===== src/hdl/core_cfg_pkg.sv =====
package core_cfg_pkg;

    // ========================================
    // Data path
    // ========================================
    localparam int XLEN = 32;

    // Physical tags and PRF depth
    localparam int PTAG_W   = 6;
    localparam int NUM_PHYS = 64;

    // ========================================
    // Data scratchpad
    // ========================================
    localparam int DMEM_WORDS = 1024;
    // Word index, byte address bits 11:2
    localparam int DMEM_AW    = 10;

    // ========================================
    // Common data bus
    // ========================================
    localparam int CDB_LANES = 2;
    // alu0, alu1, lsu
    localparam int NUM_PROD  = 3;

endpackage

===== src/hdl/cdb_arbiter.sv =====
`timescale 1ns/1ns

module cdb_arbiter import core_cfg_pkg::*; (
    input  logic                               clk,
    input  logic                               rst_n,
    input  logic [NUM_PROD-1:0]                req,
    input  logic [NUM_PROD-1:0][PTAG_W-1:0]    req_tag,
    input  logic [NUM_PROD-1:0][XLEN-1:0]      req_value,
    output logic [NUM_PROD-1:0]                gnt,
    output logic [CDB_LANES-1:0]               cdb_valid,
    output logic [CDB_LANES-1:0][PTAG_W-1:0]   cdb_tag,
    output logic [CDB_LANES-1:0][XLEN-1:0]     cdb_value
);

    // Producer first in line
    logic [$clog2(NUM_PROD)-1:0]                ptr;
    logic [CDB_LANES-1:0]                       pick_vld;
    logic [CDB_LANES-1:0][$clog2(NUM_PROD)-1:0] pick_idx;
    logic                                       deny_vld;
    logic [$clog2(NUM_PROD)-1:0]                deny_idx;

    // ========================================
    // Pick first requesters from ptr onward
    // ========================================
    always_comb begin
        int unsigned cnt;
        int unsigned idx;
        cnt      = 0;
        gnt      = '0;
        pick_vld = '0;
        pick_idx = '0;
        deny_vld = 1'b0;
        deny_idx = ptr;
        for (int i = 0; i < NUM_PROD; i++) begin
            idx = ptr + i;
            if (idx >= NUM_PROD) begin
                idx = idx - NUM_PROD;
            end
            if (req[idx]) begin
                if (cnt < CDB_LANES) begin
                    gnt[idx]      = 1'b1;
                    pick_vld[cnt] = 1'b1;
                    pick_idx[cnt] = idx[$clog2(NUM_PROD)-1:0];
                    cnt++;
                end else begin
                    deny_vld = 1'b1;
                    deny_idx = idx[$clog2(NUM_PROD)-1:0];
                end
            end
        end
    end

    // Denied producer goes first next time
    always_ff @(posedge clk or negedge rst_n) begin
        if (!rst_n) begin
            ptr       <= '0;
            cdb_valid <= '0;
        end else begin
            cdb_valid <= pick_vld;
            if (deny_vld) begin
                ptr <= deny_idx;
            end
        end
    end

    always_ff @(posedge clk) begin
        for (int l = 0; l < CDB_LANES; l++) begin
            cdb_tag[l]   <= req_tag[pick_idx[l]];
            cdb_value[l] <= req_value[pick_idx[l]];
        end
    end

endmodule


===== config.mk =====
export PLATFORM = sky130hd
export DESIGN_NAME = cdb_arbiter
export DESIGN_NICKNAME = d
export VERILOG_FILES = /design/src/hdl/core_cfg_pkg.sv /design/src/hdl/cdb_arbiter.sv
export SDC_FILE = /design/constraint.sdc
export NUM_CORES = 1
export LEC_CHECK = 0
export BUFFER_PORTS_ARGS = -buffer_cell sky130_fd_sc_hd__buf_2
export CORE_ASPECT_RATIO = 0.7
export CORE_MARGIN = 5
export CORE_UTILIZATION = 40
export DETAILED_ROUTE_END_ITERATION = 6
export GPL_TIMING_DRIVEN = 0
export HOLD_SLACK_MARGIN = 0.12
export PLACE_DENSITY_LB_ADDON = 0.25
export SETUP_SLACK_MARGIN = 0.4
export SLEW_MARGIN = 10
export SYNTH_ARGS = -nofsm -noshare
export SYNTH_HDL_FRONTEND = slang
export SYNTH_SLANG_ARGS = --single-unit

===== constraint.sdc =====
create_clock -name clk -period 10.2 [get_ports clk]
set_input_delay 3.06 -clock clk [delete_from_list [all_inputs] [get_ports clk]]
set_output_delay 3.06 -clock clk [all_outputs]
set_load 0.02 [all_outputs]

==> results.json <==
{
  "nets": 729,
  "post-dp-hpwl_mm": 10.2,
  "start_util_pct": 40.7,
  "grt_max_degree": 13,
  "antenna_cells": 0,
  "yosysWarningCount": 0,
  "root_buffer": "clkbuf_16",
  "worst_pin_slew_ps": 656,
  "min_period_over_period_pct": 76.6,
  "finalPower_mw": 2.28,
  "avgSynthCellArea_um2": 11.3,
  "rr_worst_depth": 13,
  "final_area_mm2": 0.00594,
  "clock_sinks": 80,
  "drtAntennaViolNets": 0,
  "vdd_drop_max_uv": 157,
  "avgViaCountPerCell": 5.18,
  "cts_setup_buffers": 0,
  "yosysSeqAreaShare_pct": 36.3,
  "crit_fanout": 7,
  "r2r_slack_ps": 6510,
  "pwr-share-clk_pct": 14.1,
  "cts_tree": "yes",
  "path_common_cell": "buf_2",
  "crit_path_cell_trace": "buf_2 > mux2i_1 > o21ai_2 > ha_1 > or2_1 > o22ai_1 > nand2_1 > nand3_1 > buf_2",
  "vias": 3945,
  "cts_resized": 0,
  "seqPwrFrac_pct": 23.4,
  "p_leak_nw": 2.59,
  "synth_nets": 519,
  "die_w_um": 136,
  "p_per_area_mw_per_mm2": 384,
  "drt_iter0_markers": 145,
  "crit_type": "input pin to output port",
  "clk_path_buf_depth": 2,
  "ys_async_sr_fraction_pct": 5.00,
  "rsz0062_at_grt": "false",
  "coreArea_mm2": 0.0110,
  "slew_headroom_pct": 56.3,
  "worst_setup_path_start_kind": "input pin",
  "die-area_mm2": 0.0134,
  "fin_worst_skew_ps": 6.65,
  "synth.top_cell.area_share_pct": 34.1,
  "fin_cells": 762,
  "p_sw_mw": 0.945,
  "clk-insertion-delay-late_ps": 330,
  "end_kind": "output port",
  "endpoint": "gnt[1]",
  "hp-class": "flip-flop to flip-flop",
  "grt_pass1_vias": 4202,
  "cp.required_ps": 7140,
  "syn_to_final_growth_pct": 33.1,
  "crit_path_start": "req[2]",
  "status": "finished clean",
  "route.detailed.drc": 0,
  "ios": 200,
  "synth_seq_cells": 80,
  "critPathBufInv": 2,
  "setup_viol": 0,
  "fmax_mhz": 128,
  "pwr-share-comb_pct": 62.6,
  "place_area_mm2": 0.00565,
  "holdWs_ps": 546,
  "r2r_start": "ptr[0]$_DFFE_PN0P_",
  "yosys-top-cells-area": "dfxtp_1, mux2_2, mux2i_1",
  "cts_made_buffers": 9,
  "sw_frac_of_total_pct": 41.4,
  "portBuffers": 199,
  "arrival_ps": 4760,
  "gp_routability_congestion": 0.834,
  "grtUsageTotal_pct": 19.7,
  "htreeDepth": 3,
  "fin_crit_ps": 7820,
  "hold_viol": 0,
  "crit_cells": 9,
  "fp.dieH_um": 98.4,
  "crit_path_top_delay_cell": "mux2i_1",
  "grt-ovfl-total": 0,
  "final_layout_size_suffix_gt1_share_pct": 58.0,
  "synthCells": 395,
  "synth.largest_area_cell": "dfxtp_1",
  "slowest_delay_ps": 280,
  "cpLargestDelayFamily": "simple AND/OR/NAND/NOR gates",
  "slew_viol_final": 0,
  "wl_per_cell_um": 17.7,
  "synth_cell_types": 41,
  "regToRegEndpoint": "cdb_value[24]$_DFF_P_",
  "cts_hold_buf": 0,
  "dp.cells": 747,
  "antenna_found_initial": 1,
  "drt_wl_total_mm": 13.5,
  "synthesis.area_mm2": 0.00446,
  "power.internal_mw": 1.34,
  "ys.flop_type": "dfxtp_1",
  "maxCapViolCount": 0,
  "cts.reportedPaths.clkPinSlew_ps": 60,
  "rows": 32,
  "tns_ps": 0,
  "firstDrtPassIters": 5,
  "synth-edff-count": 0,
  "grt_pass1_wl_mm": 21.1
}
==> cells by family (layout without fill, tap and decap cells) <==
group / count (synthesis) / count (layout) / share of synthesized area [%]
mux: 156 / 156 / 39.9
compound gates: 95 / 95 / 14.0
flops: 80 / 80 / 36.3
buf+inv: 36 / 250 / 5.07
simple gates: 23 / 23 / 3.36
fa+ha+maj: 5 / 5 / 1.40
==> metal layers <==
metal	up-vias	GRT usage, %	share of wire (%)
li1	1909	-	-
met1	1884	24.3	43
met2	131	32.8	48
met3	19	6.44	7.3
met4	2	5.34	1.4
met5	-	0	0.096
==> how the worst min path moves through the flow <==
| stage | cells after the start | end | start |
|---|---|---|---|
| floorplan | 2 | ptr[0]$_DFFE_PN0P_ | ptr[0]$_DFFE_PN0P_ |
| global placement | 2 | ptr[0]$_DFFE_PN0P_ | ptr[0]$_DFFE_PN0P_ |
| detailed placement | 2 | ptr[0]$_DFFE_PN0P_ | ptr[0]$_DFFE_PN0P_ |
| CTS | 2 | ptr[0]$_DFFE_PN0P_ | ptr[0]$_DFFE_PN0P_ |
| global route | 2 | ptr[0]$_DFFE_PN0P_ | ptr[0]$_DFFE_PN0P_ |
| finish | 2 | ptr[0]$_DFFE_PN0P_ | ptr[0]$_DFFE_PN0P_ |
==> cells in the final DEF (no fill, tap or decap), types with 2 or more instances in the layout <==
cell / count
buf_2: 206
mux2_2: 94
dfxtp_1: 76
mux2i_1: 41
a22oi_1: 38
o21ai_0: 23
o21ai_1: 21
mux2_4: 20
clkbuf_1: 11
clkbuf_16: 9
buf_4: 6
inv_1: 5
nand2b_1: 5
nand2_1: 5
ha_1: 5
buf_8: 4
dfrtp_1: 4
buf_1: 3
buf_6: 2
nand3b_1: 2
o21ai_2: 2
nor2_1: 2
a21oi_1: 2
==> layout make-up <==
class / instances / area [µm²]
fillers: 1011 / 5030
multi-input cells: 279 / 2620
flip-flops and latches: 80 / 1620
repair buffers: 199 / 996
clock buffers: 12 / 246
plain buffers: 31 / 208
well taps: 153 / 191
clock inverters: 3 / 42.5
inverters: 5 / 18.8
==> per-stage QoR <==
| stage | util [%] | setup slack, ps |
|---|---|---|
| finish | 54.2 | 2380 |
| global route | 54.2 | 2290 |
| CTS | 54.2 | 2440 |
| detailed placement | 51.5 | 2450 |
| global placement | 51.5 | 2470 |
| floorplan | - | 2860 |
==> power groups by stage <==
stage | logic, mW | clock network [mW] | registers (mW)
CTS | 1.44 | 0.330 | 0.535
floorplan | 0.822 | 0 | 0.753
finish | 1.43 | 0.321 | 0.532
global route | 1.54 | 0.346 | 0.551
global placement | 1.41 | 0 | 0.539
detailed placement | 1.43 | 0 | 0.539
==> worst min-delay path, delay by kind of cell (launching register included) <==
| kind | cells | cell delay, ps |
|---|---|---|
| DFF | 1 | 390 |
| and+or+nand+nor | 1 | 60 |
| AOI/OAI and AO/OA | 1 | 60 |
==> cells in the mapped netlist (all sizes together), types with 2 or more instances <==
master / count
a21oi: 2
a22oi: 38
buf: 22
clkbuf: 9
dfrtp: 4
dfxtp: 76
ha: 5
inv: 5
mux2: 115
mux2i: 41
nand2: 5
nand2b: 5
nand3b: 3
nor2: 3
o21ai: 46
or2: 2
==> sequential cells by signal, summed over array words and instances, names as in the netlist <==
name and flops:
cdb_tag 12, ptr 2, cdb_valid 2, cdb_value 64
(Power assumes the default switching activity.)
