**config.mk**
```make
export PLATFORM = sky130hd
export DESIGN_NAME = alu
export DESIGN_NICKNAME = d
export VERILOG_FILES = /design/src/hdl/uop_pkg.sv /design/src/hdl/core_cfg_pkg.sv /design/src/hdl/alu.sv
export SDC_FILE = /design/constraint.sdc
export NUM_CORES = 1
export LEC_CHECK = 0
export BUFFER_PORTS_ARGS = -buffer_cell sky130_fd_sc_hd__buf_2
export CORE_ASPECT_RATIO = 1.75
export CORE_MARGIN = 4
export CORE_UTILIZATION = 25
export DETAILED_ROUTE_END_ITERATION = 7
export PLACE_DENSITY_LB_ADDON = 0.1
export SLEW_MARGIN = 30
export SYNTH_ARGS = -nofsm -noshare
export SYNTH_HDL_FRONTEND = slang
export SYNTH_SLANG_ARGS = --single-unit
export TNS_END_PERCENT = 100
```
**constraint.sdc**
```tcl
create_clock -name clk -period 3.19 [get_ports clk]
set_clock_uncertainty 0.2 [all_clocks]
set_input_delay 0.4785 -clock clk [delete_from_list [all_inputs] [get_ports clk]]
set_output_delay 0.4785 -clock clk [all_outputs]
set_load 0.02 [all_outputs]
```
**src/hdl/uop_pkg.sv**
```systemverilog
package uop_pkg;

    // ========================================
    // ALU function codes
    // ========================================
    typedef enum logic [3:0] {
        ALU_ADD  = 4'd0,
        ALU_SUB  = 4'd1,
        ALU_AND  = 4'd2,
        ALU_OR   = 4'd3,
        ALU_XOR  = 4'd4,
        ALU_SLL  = 4'd5,
        ALU_SRL  = 4'd6,
        ALU_SRA  = 4'd7,
        ALU_SLT  = 4'd8,
        ALU_SLTU = 4'd9
    } alu_func_e;

    // ========================================
    // Micro-op word, 12 bits, two views
    // ========================================

    // ALU view
    typedef struct packed {
        alu_func_e  func;
        logic       use_shamt;
        logic [4:0] shamt;
        logic [1:0] rsvd;
    } alu_op_t;

    // Memory view, offset is a signed byte offset
    typedef struct packed {
        logic              is_load;
        logic signed [10:0] offset;
    } mem_op_t;

    typedef union packed {
        alu_op_t alu;
        mem_op_t mem;
    } uop_word_u;

endpackage

```
**src/hdl/core_cfg_pkg.sv**
```systemverilog
package core_cfg_pkg;

    // ========================================
    // Data path
    // ========================================
    localparam int XLEN = 32;

    // Physical tags and PRF depth
    localparam int PTAG_W   = 6;
    localparam int NUM_PHYS = 64;

    // ========================================
    // Data scratchpad
    // ========================================
    localparam int DMEM_WORDS = 1024;
    // Word index, byte address bits 11:2
    localparam int DMEM_AW    = 10;

    // ========================================
    // Common data bus
    // ========================================
    localparam int CDB_LANES = 2;
    // alu0, alu1, lsu
    localparam int NUM_PROD  = 3;

endpackage
```
**src/hdl/alu.sv**
```systemverilog
`timescale 1ns/1ns

module alu import core_cfg_pkg::*, uop_pkg::*; (
    input  logic              clk,
    input  logic              rst_n,
    input  logic              issue_valid,
    output logic              issue_ready,
    input  uop_word_u         issue_op,
    input  logic [PTAG_W-1:0] issue_dst_tag,
    input  logic [XLEN-1:0]   src1,
    input  logic [XLEN-1:0]   src2,
    output logic              req,
    input  logic              gnt,
    output logic [PTAG_W-1:0] req_tag,
    output logic [XLEN-1:0]   req_value
);

    logic [4:0]      shift_amt;
    logic [XLEN-1:0] alu_out;
    logic            accept;

    // Free slot, or the held result leaves this cycle
    assign issue_ready = !req || gnt;
    assign accept      = issue_valid && issue_ready;

    // Immediate shift amount overrides src2
    assign shift_amt = issue_op.alu.use_shamt ? issue_op.alu.shamt : src2[4:0];

    always_comb begin
        case (issue_op.alu.func)
            ALU_ADD:  alu_out = src1 + src2;
            ALU_SUB:  alu_out = src1 - src2;
            ALU_AND:  alu_out = src1 & src2;
            ALU_OR:   alu_out = src1 | src2;
            ALU_XOR:  alu_out = src1 ^ src2;
            ALU_SLL:  alu_out = src1 << shift_amt;
            ALU_SRL:  alu_out = src1 >> shift_amt;
            ALU_SRA:  alu_out = $unsigned($signed(src1) >>> shift_amt);
            ALU_SLT:  alu_out = XLEN'($signed(src1) < $signed(src2));
            ALU_SLTU: alu_out = XLEN'(src1 < src2);
            default:  alu_out = '0;
        endcase
    end

    // ========================================
    // Result register, requests CDB until granted
    // ========================================
    always_ff @(posedge clk or negedge rst_n) begin
        if (!rst_n) begin
            req <= 1'b0;
        end else if (accept) begin
            req <= 1'b1;
        end else if (gnt) begin
            req <= 1'b0;
        end
    end

    always_ff @(posedge clk) begin
        if (accept) begin
            req_tag   <= issue_dst_tag;
            req_value <= alu_out;
        end
    end

endmodule

```
==> results.md <==
- WL/cell: around 25 µm
- Clock sink total: 39
- Synth Flop Type: edfxtp_1
- DRT antenna net count: 0
- NumNets Final: 2190
- Int Power: 0.00258 W
- Final setup violation count: 10
- Top cells by area, synth: ha_1, edfxtp_1, a21oi_1, o21ai_0, nor2_1
- Routability cong.: around 1
- H-tree levels: 2
- Crit end category: register
- Gate power share: 73.0%
- HPWL after detailed placement: 51800 µm
- Worst path slowest cell: a2111oi_2
- Vias in the first global route: 13.4k
- Leakage: roughly 7.6 nW
- Ant. Diodes: 0
- Post-synth EDFFs: 38
- Seq/Total Area, Yosys: 12.5%
- Max incr delay on CP: 400 ps
- Core Region: roughly 37000 µm²
- Initial Util: 25.3%
- Total Routing Usage GR: 28.8%
- Mapped Nets: approximately 1.6k
- Inserted Clock Buffers: 5
- Ys async rst share: about 2.6%
- Initial antenna violation count: 1
- Die area: roughly 40000 µm²
- Synthesized flop and latch total: 39
- Max Buffers Root-to-Sink: 2
- Hold crit path type: in2reg
- Worst slack at placement: -806 ps
- Min Clock Period, post-route: 3400 ps
- Post-Syn Area: 9320 µm²
- Initial DRT Pass Iterations: 6
- Tightest Pin Transition: 863 ps
- Clk root buf: clkbuf_16
- DRC: 0
- Top-count cell post-synth: nor2_1
- Clk pwr share: 13.6%
- Insertion delay to the later sink of the worst-skew pair: approximately 300 ps
- Multi-input gate area: roughly 8600 µm²
- DR vias/cell: about 5.4
- Register Area: 1170 µm²
- DP Area: 14600 µm²
- Failing checks: setup timing
- Sw Pwr: 0.00215 W
- Crit-path cells: buf_4 -> inv_4 -> ha_4 -> o21bai_4 -> o211ai_1 -> a21o_1 -> and4b_2 -> o21ai_4 -> nand4_1 -> a2111oi_2 -> buf_4 -> a211oi_4 -> o31a_1 -> o31ai_2
- I/O pins: 126
- RSZ-0062 raised after global routing: true
- Fill count: 3864
- Fin worst setup slack: -215 ps
- Num rows: 93
- Final Cycle Share: 107%
- F_max: 0.294 GHz
- Port Buffers: between 100 and 150
- Die Y: 263 µm
- Synth-to-Final Area Change: 76.3%
- Design Area, Final: 16400 µm²
- Most frequent cells after synthesis: nor2_1, a21oi_1, nand2_1, o21ai_0, ha_1
- Status: finished, violations left
- R2R setup slack: between 1000 and 1500 ps
- Crit path max fanout: 3
- Rel. slew slack: 42.1%
- Synth Area per Inst: a little under 7 µm²
- Library cells used by synthesis: 75
- Max IR drop VDD: 207 µV
- Critical Path Source Type: input pin
- Clock transition at path regs: 70 ps
- Share of layout cells above drive strength 1: 47.2%
- Grt ovf: 0
- Synth top area share: 13.0%
- Cell count after synthesis: 1370
- WL final: 61500 µm
- Pwr Density: 287 nW/µm²
- Data arrival, critical path: 3330 ps
- Fin. max-slew vios: 0
- Sw Ratio: between 40% and 50%
- Critical Path RT: roughly 3100 ps
- Via count: 13.3k
- DR iter-0 viols: 876
- Die width: 154 µm
- R2R depth: 3
- First-pass GRT wire length: 87500 µm
- Largest net degree at the start of global routing: 40
- Fin. Hold Viols: 0
- Synth area leader: ha_1
- WS Path Type: in2reg
- Register share of total power: a little over an eighth
- Max-cap viol count: 0
- Worst Hold Path Cells: 1
- CTS tree: built
- Synth Warn #: 0
- Most frequent CP cell: buf_4
[state kept, by name, summed over array words and instances (netlist names)]
| signal | flops |
|---|---|
| req | 1 |
| req_tag | 6 |
| req_value | 32 |
[layer usage]
layer  global-route usage [%]  up-vias  routed length [µm]  share of wire (%)
met2                     52.2      487               31200                 51
met5                        0        -                  13              0.021
met4                     16.8        2                4530                7.4
li1                         -     6293                   -                  -
met3                     2.15      170                2720                4.4
met1                     32.5     6367               23100                 37
[cells in the final DEF (no fill, tap or decap), types with 9 or more instances in the layout]
master,netlist,layout
mux2i_1,46,37
o21bai_1,15,11
edfxtp_1,38,38
ha_4,0,17
a31oi_1,19,16
o21ai_0,118,100
o221ai_2,0,9
inv_1,93,70
a21oi_1,139,117
a221oi_1,14,11
a211oi_1,32,24
o221ai_1,22,13
buf_12,0,16
nand2b_1,13,11
o21ai_1,10,17
and3_1,9,9
inv_2,1,13
a21oi_2,1,19
buf_2,11,107
ha_1,97,79
o31ai_1,14,9
a21o_1,16,16
nor2_1,153,143
or3_1,16,16
buf_6,2,20
xnor2_1,28,18
buf_4,0,582
nand2_1,131,128
nand3_1,28,25
nor3_1,27,22
a22oi_1,21,19
o211ai_1,32,32
[layout make-up]
class / instances / area share [%]
clock inverter: 3 / 0.266
tap: 475 / 3.62
multi-input combinational: 1135 / 52.3
timing repair buffer: 730 / 33.6
clock buffer: 5 / 0.761
sequential: 39 / 7.09
inverter: 94 / 2.42
[worst paths after layout]
check                                endpoint             start
worst max register to register  req_value[25]               req
worst max-delay path            req_value[31]           src1[1]
worst min-delay path               req_tag[1]  issue_dst_tag[1]
max in group asynchronous                 req             rst_n
min in group asynchronous                 req             rst_n
worst min register to register            req               req
[power groups by stage]
stage / registers, W / logic, W / clock network, W
after CTS: 0.000634 / 0.00314 / 0.000660
after floorplan: 0.000695 / 0.00122 / 0
final: 0.000634 / 0.00345 / 0.000642
after global routing: 0.000637 / 0.00364 / 0.000663
after global placement: 0.000646 / 0.00300 / 0
after detailed placement: 0.000646 / 0.00299 / 0
[worst max-delay path: cells and delay by family]
family | cells | cell delay (ps)
AO/OA/AOI/OAI | 8 | 1740
adder cells (fa/ha/maj) | 1 | 220
buffers and inverters | 3 | 380
AND/OR/NAND/NOR | 2 | 500
[stage by stage]
step | hold WS, ps | instances | setup TNS, ps | util (%) | power [W]
floorplan | -17.1 | 1370 | -851 | - | 0.00192
global placement | 52.8 | 2424 | -15740 | 39.6 | 0.00365
detailed placement | 55.8 | 2424 | -15570 | 39.6 | 0.00364
CTS | 143 | 2449 | -2010 | 41.6 | 0.00443
global route | 144 | 2481 | -2640 | 44.6 | 0.00494
finish | 150 | 2481 | -1120 | 44.6 | 0.00472
[cell families (layout without fill, tap and decap cells)]
kind of cell / Yosys count / after routing / synth area share (%)
AOI/OAI and AO/OA: 528 / 529 / 36.4
and+or+nand+nor: 422 / 422 / 20.2
buffers and inverters: 197 / 832 / 8.27
adders and majority gates: 99 / 99 / 13.4
muxes: 54 / 54 / 6.27
DFF: 39 / 39 / 12.5
xor gates and xnor gates: 31 / 31 / 2.91
[what timing repair did]
item,4_1_cts,5_1_grt
cloned,1,0
hold endpoints to repair,1,0
setup endpoints to repair,23,29
pin swaps,40,80
hold buffers,1,0
gates resized for setup,99,184
setup buffers,17,35
No activity file was read; power rests on OpenSTA's default activity.
