<file path="src/hdl/uop_pkg.sv">
package uop_pkg;

    // ========================================
    // ALU function codes
    // ========================================
    typedef enum logic [3:0] {
        ALU_ADD  = 4'd0,
        ALU_SUB  = 4'd1,
        ALU_AND  = 4'd2,
        ALU_OR   = 4'd3,
        ALU_XOR  = 4'd4,
        ALU_SLL  = 4'd5,
        ALU_SRL  = 4'd6,
        ALU_SRA  = 4'd7,
        ALU_SLT  = 4'd8,
        ALU_SLTU = 4'd9
    } alu_func_e;

    // ========================================
    // Micro-op word, 12 bits, two views
    // ========================================

    // ALU view
    typedef struct packed {
        alu_func_e  func;
        logic       use_shamt;
        logic [4:0] shamt;
        logic [1:0] rsvd;
    } alu_op_t;

    // Memory view, offset is a signed byte offset
    typedef struct packed {
        logic              is_load;
        logic signed [10:0] offset;
    } mem_op_t;

    typedef union packed {
        alu_op_t alu;
        mem_op_t mem;
    } uop_word_u;

endpackage

</file>
<file path="src/hdl/core_cfg_pkg.sv">
package core_cfg_pkg;

    // ========================================
    // Data path
    // ========================================
    localparam int XLEN = 32;

    // Physical tags and PRF depth
    localparam int PTAG_W   = 6;
    localparam int NUM_PHYS = 64;

    // ========================================
    // Data scratchpad
    // ========================================
    localparam int DMEM_WORDS = 1024;
    // Word index, byte address bits 11:2
    localparam int DMEM_AW    = 10;

    // ========================================
    // Common data bus
    // ========================================
    localparam int CDB_LANES = 2;
    // alu0, alu1, lsu
    localparam int NUM_PROD  = 3;

endpackage
</file>
<file path="src/hdl/lsu.sv">
`timescale 1ns/1ns

module lsu import core_cfg_pkg::*, uop_pkg::*; (
    input  logic               clk,
    input  logic               rst_n,
    input  logic               issue_valid,
    output logic               issue_ready,
    input  uop_word_u          issue_op,
    input  logic [PTAG_W-1:0]  issue_dst_tag,
    input  logic [XLEN-1:0]    base,
    input  logic [XLEN-1:0]    store_data,
    // Wishbone master
    output logic               cyc,
    output logic               stb,
    output logic               we,
    output logic [DMEM_AW-1:0] adr,
    output logic [XLEN-1:0]    dat_w,
    input  logic [XLEN-1:0]    dat_r,
    input  logic               ack,
    // CDB request
    output logic               req,
    input  logic               gnt,
    output logic [PTAG_W-1:0]  req_tag,
    output logic [XLEN-1:0]    req_value
);

    enum logic [1:0] {S_IDLE, S_BUS, S_RESULT} state;

    logic [XLEN-1:0] eff_addr;
    logic            accept;

    // Byte address from base and sign-extended offset
    assign eff_addr = base + {{(XLEN - 11){issue_op.mem.offset[10]}}, issue_op.mem.offset};

    assign issue_ready = (state == S_IDLE);
    assign accept      = issue_valid && issue_ready;

    assign cyc = (state == S_BUS);
    assign stb = (state == S_BUS);
    assign req = (state == S_RESULT);

    // ========================================
    // Sequencer
    // ========================================
    always_ff @(posedge clk or negedge rst_n) begin
        if (!rst_n) begin
            state <= S_IDLE;
            we    <= 1'b0;
        end else begin
            case (state)
                S_IDLE: begin
                    if (accept) begin
                        state <= S_BUS;
                        we    <= !issue_op.mem.is_load;
                    end
                end
                // Stores finish on ack, loads go on to the CDB
                S_BUS: begin
                    if (ack) begin
                        state <= we ? S_IDLE : S_RESULT;
                    end
                end
                S_RESULT: begin
                    if (gnt) begin
                        state <= S_IDLE;
                    end
                end
                default: state <= S_IDLE;
            endcase
        end
    end

    // Bus payload and load result
    always_ff @(posedge clk) begin
        if (accept) begin
            adr     <= eff_addr[DMEM_AW+1:2];
            dat_w   <= store_data;
            req_tag <= issue_dst_tag;
        end
        if (state == S_BUS && ack && !we) begin
            req_value <= dat_r;
        end
    end

endmodule

</file>
<file path="config.mk">
export PLATFORM = sky130hd
export DESIGN_NAME = lsu
export DESIGN_NICKNAME = d
export VERILOG_FILES = /design/src/hdl/uop_pkg.sv /design/src/hdl/core_cfg_pkg.sv /design/src/hdl/lsu.sv
export SDC_FILE = /design/constraint.sdc
export NUM_CORES = 1
export LEC_CHECK = 0
export ABC_CLOCK_PERIOD_IN_PS = 4500
export BUFFER_PORTS_ARGS = -buffer_cell sky130_fd_sc_hd__buf_2
export CAP_MARGIN = 20
export CORE_MARGIN = 5
export CORE_UTILIZATION = 41
export CTS_CLUSTER_DIAMETER = 100
export DETAILED_ROUTE_END_ITERATION = 8
export MAX_ROUTING_LAYER = met4
export PLACE_DENSITY = 0.86
export SYNTH_ARGS = -nofsm -noshare
export SYNTH_HDL_FRONTEND = slang
export SYNTH_SLANG_ARGS = --single-unit
</file>
<file path="constraint.sdc">
create_clock -name clk -period 4.5 [get_ports clk]
set_clock_uncertainty 0.05 [all_clocks]
set_input_delay 0.675 -clock clk [delete_from_list [all_inputs] [get_ports clk]]
set_output_delay 0.675 -clock clk [all_outputs]
set_load 0.02 [all_outputs]
</file>
==> impl_results.md, run 1 <==
- Outcome: completed
- Hold Vio Cnt, Final: 0
- Yosys warning count: 0
- Worst reg2reg path depth: 3
- PD cells: roughly 450 mW/mm^2
- Sequential fraction of the synthesis area: 0.8175
- Crit path kind: input port to flop
- Core Rows: 31
- Layout cells sized above 1: 0.5838
- CTS H-tree depth: 3
- Post-Route WL: 7.485 mm
- Achievable frequency: between 0.4 and 0.5 GHz
- DP Area: 0.004076 mm^2
- Origin of the critical flop-to-flop path: state[0]
- Worst-Margin Slew: 502.6 ps
- Most frequent cells after synthesis: edfxtp_1, ha_1, a21oi_1, nand2_1
- Final net count: 482
- Minimum clock period: 2003 ps
- WP data arrival: a little over 2000 ps
- Routed len/inst: about 16 um
- R2r endpoint: dat_w[16]
- Cell count after synthesis: 158
- RSZ-0062 raised after global routing: false
- Post-CTS Resized: 0
- # DRC: 0
- Hpwl dp: ~6 mm
- CTS buffer count: 9
- Die ar.: approximately 0.0092 mm^2
- Global placer's final weighted congestion: about 0.80
- First-pass GRT wire length: ~10 mm
- Layout Cell Area excl Fill: ~0.0043 mm^2
- Die height: 95.97 um
- Synthesis-stage register bit count: 83
- Chip Width: ~96 um
- Tot GR Track Use: 0.1617
- CTS tree: built
- Clk buf depth: 2
- Input/output buffers: 183
- Largest net degree at the start of global routing: between 50 and 60
- Iter 0 DRT Violations: 40
- Worst hold path class: input port to async pin
- Netlist Area Pre-Place: 0.003030 mm^2
- Final setup margin: 2497 ps
- Post-synth ARST share: 0.03614
- Distinct cells, synth: 32
- DRT Pass-1 Iters: 4
- Worst-path maximum fanout: 5
- CP required: approximately 4600 ps
- Clk slew on worst S/H paths: 90 ps
- Effective utilization at floorplan: 0.4200
- Peak supply drop: 0.1841 mV
- Largest cells by area after synthesis: edfxtp_1, ha_1, dfrtp_1, xnor2_1, a21oi_1
- Total congestion overflow: 0
- Layout overhead on the synthesized area: 41.08%
- Worst rel slew slack: 0.6650
- Most common cell in the netlist: edfxtp_1
- Via count of the first global-routing pass: 2116
- Fill cells: 600
- Period utilization: 0.4451
- CTS Hold Bufs: 0
- Worst skew pair latency: 340 ps
- Leak: 0.001848 uW
- Core area: 0.007214 mm^2
- DRT antenna net count: 0
- Mean post-synth cell area: between 15 and 20 um^2
- CP Capture Type: flop
- R2r setup slk: roughly 2800 ps
- Boundary Pins: 204
- Startpoint types: input port
- Vias per cell: about 4.7
- MaxCap Viol Count: 0
- Post-synth EDFFs: 80
- Main synth FF type: edfxtp_1
- Root Buffer: clkbuf_8
- Number of setup violations in the final report: 0
- Initial antenna violation count: 1
- Synth area leader: edfxtp_1
- Top cell type's share of synthesized area: 0.7927
- Mapped Nets: 287
- Post-CTS Setup Inserts: 0
- Worst slack at placement: roughly 2100 ps
- Post-route setup TNS: 0 ps
- Final slew viol count: 0
- Via Count: 2151
- Clock sink total: 83
worst max-delay path, stage by stage:
cell,delay [ps]
buf_2,100
ha_1,340
o21a_1,200
o2bb2ai_2,300
o211ai_2,160
a31oi_2,190
xnor2_1,80
state kept, by name (all words and copies together), names as in the netlist:
signal and count:
adr 10, we 1, state 2, req_tag 6, dat_w 32, req_value 32
through the flow:
stage	utilization	cells	power [uW]	hold WS, ps
after floorplan	-	158	1283	329.4
after global placement	0.5650	440	1438	407.1
after detailed placement	0.5650	440	1452	426.0
after CTS	0.5895	456	1928	41.95
after global routing	0.5926	458	2006	23.10
final	0.5926	458	1909	60.51
placed cells by master, fill, tap and decap left out:
cell type	count
and2_2	1
ha_1	10
o211ai_2	2
clkinvlp_4	3
nor3b_2	1
nand2_1	7
o211ai_1	1
clkbuf_8	9
a31oi_1	1
edfxtp_1	80
diode_2	1
clkbuf_1	1
and3_1	1
xor2_1	3
nor4_1	1
o21ai_0	2
nor3_1	3
o31a_1	1
inv_6	2
o21a_1	2
dfrtp_1	3
nor2_1	5
a31oi_2	1
a21oi_1	7
clkinv_4	1
mux2i_1	1
a21o_2	1
buf_2	183
buf_4	1
xnor2_1	5
buf_12	1
nor2b_1	4
a21o_1	2
or2b_2	1
o2111ai_1	1
a311oi_2	1
inv_1	3
nand4_1	1
nand3_1	4
o2bb2ai_2	1
worst max-delay path by stage:
stage | start | to | slack [ps] | depth (start not counted)
final | issue_op[2] | adr[8] | 2500 | 7
after global routing | issue_op[2] | adr[9] | 2370 | 7
after CTS | state[0] | dat_w[30] | 2500 | 2
after detailed placement | issue_op[2] | adr[8] | 2120 | 7
after global placement | issue_op[2] | adr[8] | 2170 | 7
after floorplan | state[0] | req_value[0] | 670 | 2
where the power goes:
group          internal, uW  leakage (uW)  switching (uW)  total (uW)
sequential              977      0.000778            25.7        1000
clock                   205     0.0000795             270         475
combinational           147      0.000991             284         431
logic make-up (layout without fill, tap and decap cells):
group / after synthesis / count (layout) / synth area share
flip-flops: 83 / 83 / 0.8175
adder cells (fa/ha/maj): 10 / 10 / 0.04129
XOR/XNOR: 8 / 8 / 0.02312
buffers and inverters: 4 / 204 / 0.006194
other: 0 / 1 / 0
AO/OA/AOI/OAI: 23 / 23 / 0.06028
AND/OR/NAND/NOR: 29 / 29 / 0.04831
multiplexers: 1 / 1 / 0.003303
cell type report:
| class | instances | area, um^2 | area share |
|---|---|---|---|
| flip-flops and latches | 83 | 2477 | 0.5795 |
| repair buffers | 185 | 943.4 | 0.2207 |
| multi-input cells | 71 | 540.5 | 0.1264 |
| clock buffers | 10 | 127.6 | 0.02985 |
| well taps | 99 | 123.9 | 0.02897 |
| clock inverters | 6 | 48.80 | 0.01141 |
| inverters | 3 | 11.26 | 0.002634 |
| diodes | 1 | 2.502 | 0.0005853 |
layer usage:
layer  vias to the layer above  global-route usage  wire [um]
met1                       999              0.1729       2740
met3                         7             0.06959       1029
met5                         -                   -          0
li1                       1009                   -          -
met2                       136              0.2664       3621
met4                         0             0.06161         93
(Power assumes the default switching activity.)
==> run 2: changes to the inputs <==
Settings changed: ABC_CLOCK_PERIOD_IN_PS 4500 to 1700, CORE_UTILIZATION 41 to 37, PLACE_DENSITY 0.86 to 0.82.
Clock period 4.5 ns to 1.7 ns, I/O delays scaled along.
==> run 2 against run 1 <==
  * Sequential share of layout area shrank 2.0 points
  * Setup slack lost 2300 ps
  * Clock power increased to 2.6 times the previous value
  * Combinational power rose to 2.8 times the previous value
  * Sequential power rose to 2.7 times the previous value
  * Global-route usage shrank 1.4 points
  * Die area increased by 9.7%
  * Count of clock-buffer cells in the layout decreased by 1
  * Register-to-register slack worse by 2500 ps
  * Highest routed layer unchanged
==> impl_results.md, run 2 (same netlist as run 1, synthesis figures left out) <==
- Outcome: completed
- Input/output buffers: 183 (unchanged)
- Tot GR Track Use: 0.1478 (-0.01396)
- Internal Power: 3586 uW (+170%)
- Die height: 100.5 um (+4.7%)
- Part of the power in combinational logic: 0.238 (+0.012)
- Post-CTS Setup Inserts: 0 (unchanged)
- Total congestion overflow: 0 (unchanged)
- Worst-path maximum fanout: 5 (unchanged)
- DRT Pass-1 Iters: 4 (unchanged)
- CTS Hold Bufs: 5 (+5)
- R2r endpoint: req_value[19]
- CP Capture Type: flop
- Die ar.: 0.01010 mm^2 (+9.7%)
- Core Rows: 33 (+6.5%)
- MaxCap Viol Count: 0 (unchanged)
- Number of setup violations in the final report: 0 (unchanged)
- Worst Setup SP: issue_op[2]
- Leak: 0.001927 uW (+4.2%)
- Clk buf depth: 2 (unchanged)
- Largest net degree at the start of global routing: 34 (-33%)
- CTS buffer count: 9 (unchanged)
- Net switching power figure: 1561 uW (+170%)
- Clk network pwr share: 0.243 (-0.006)
- CP required: 1750 ps (-2800 ps)
- Worst rel slew slack: 0.7519 (+0.08697)
- Post-Route WL: 7.641 mm (+2.1%)
- Post-CTS Resized: 0 (unchanged)
- Layout cells sized above 1: 0.5892 (+0.005390)
- Seq pwr share: 0.519 (-0.006)
- Clk slew on worst S/H paths: 80 ps (about the same)
- Most common cell after layout, fill and taps aside: buf_2
- Worst skew pair latency: 340 ps (about the same)
- Switching share of power: 0.3034 (about the same)
- Via count of the first global-routing pass: 2135 (+0.90%)
- First-pass GRT wire length: 10.93 mm (+4.8%)
- Biggest regs: dat_w: 32 flops, req_value: 32 flops, adr: 10 flops
- Crit path kind: input port to flop
- Global placer's final weighted congestion: 0.7945 (-0.69%)
- Vias per cell: 4.645 (-1.1%)
- Hpwl dp: 6.198 mm (+4.1%)
- Achievable frequency: 0.6507 GHz
- WP data arrival: 1590 ps (-460 ps)
- Core area: 0.008093 mm^2 (+12%)
- PD cells: 1163 mW/mm^2 (+160%)
- CTS tree: built
- Final net count: 494 (+2.5%)
- Final slew viol count: 0 (unchanged)
- Finished Core Util: 0.5467 (-0.04592)
- Clock sink total: 83 (unchanged)
- DRT antenna net count: 0 (unchanged)
- # DRC: 0 (unchanged)
- Layout overhead on the synthesized area: 45.99%
- Startpoint types: input port
- Origin of the critical flop-to-flop path: state[0]
- PnR Total Power: 5147 uW (+170%)
- Initial antenna violation count: 1 (unchanged)
- End of the critical path: adr[8]
- Peak supply drop: 0.4648 mV (+150%)
- Root Buffer: clkbuf_8
- Period utilization: 0.9040
- CTS H-tree depth: 3 (unchanged)
- Boundary Pins: 204 (unchanged)
- Minimum clock period: 1537 ps
- Effective utilization at floorplan: 0.3745 (-0.04559)
- Iter 0 DRT Violations: 77 (+93%)
- R2r setup slk: 300 ps (-2530 ps)
- Worst hold path class: input port to flop
- Worst-Margin Slew: 370.9 ps (-131.7 ps)
- Via Count: 2211 (+2.8%)
- RSZ-0062 raised after global routing: false
- Hold Vio Cnt, Final: 0 (unchanged)
- Routed len/inst: 16.05 um (-1.8%)
- Commonest non-fill, non-tap cells in the layout: buf_2, edfxtp_1, ha_1
- Chip Width: 100.5 um (+4.7%)
- Worst reg2reg path depth: 3 (unchanged)
-- run 2: worst min path at each step --
stage | from | to | slack (ps) | cells past startpoint
after CTS | issue_op[11] | we | 0.1 | 2
after global placement | rst_n | we | 3 | 1
after global routing | store_data[16] | dat_w[16] | 0.07 | 1
after detailed placement | rst_n | we | 3 | 1
after floorplan | rst_n | state[0] | -90 | 0
final | issue_op[11] | we | 30 | 2
-- run 2: through the flow --
stage	cells	instance area, um^2	TNS [ps]	worst slack, ps	hold WS (ps)
floorplan	158	3052	-10190	-314.8	-90.59
CTS	475	4422	0	184.6	0.1226
global placement	454	4197	-617.6	-158.4	2.806
finish	476	4424	0	163.2	28.57
global route	476	4424	0	47.79	0.07208
detailed placement	454	4197	-813.7	-195.4	2.926
-- run 2: cell type report --
type	count	area, um^2
repair buffers	197	1071
inverters	3	11.26
well taps	105	131.4
diodes	1	2.502
clock buffers	9	123.9
clock inverters	7	51.30
fillers	680	3669
flip-flops and latches	83	2477
multi-input cells	71	555.5
-- run 2: power by group through the flow --
stage	sequential (uW)	combinational [uW]	clock, uW
6_report	2670	1220	1250
5_1_grt	2700	1310	1390
4_1_cts	2670	1240	1310
3_5_place_dp	2720	1230	0
3_3_place_gp	2710	1210	0
2_1_floorplan	3030	380	0
-- run 2: per-layer routing --
metal | GRT usage | vias to the layer above | share of wire
li1 | - | 1039 | -
met1 | 0.1610 | 1035 | 0.37
met2 | 0.2503 | 130 | 0.51
met3 | 0.05398 | 7 | 0.12
met4 | 0.04974 | 0 | 0.0080
met5 | - | - | 0
-- run 2: worst max-delay path, cell delays in order --
cell and delay [ps]:
buf_2 100, ha_1 330, o21a_1 200, o2bb2ai_2 280, o211ai_2 160, a31oi_2 190, xnor2_1 80
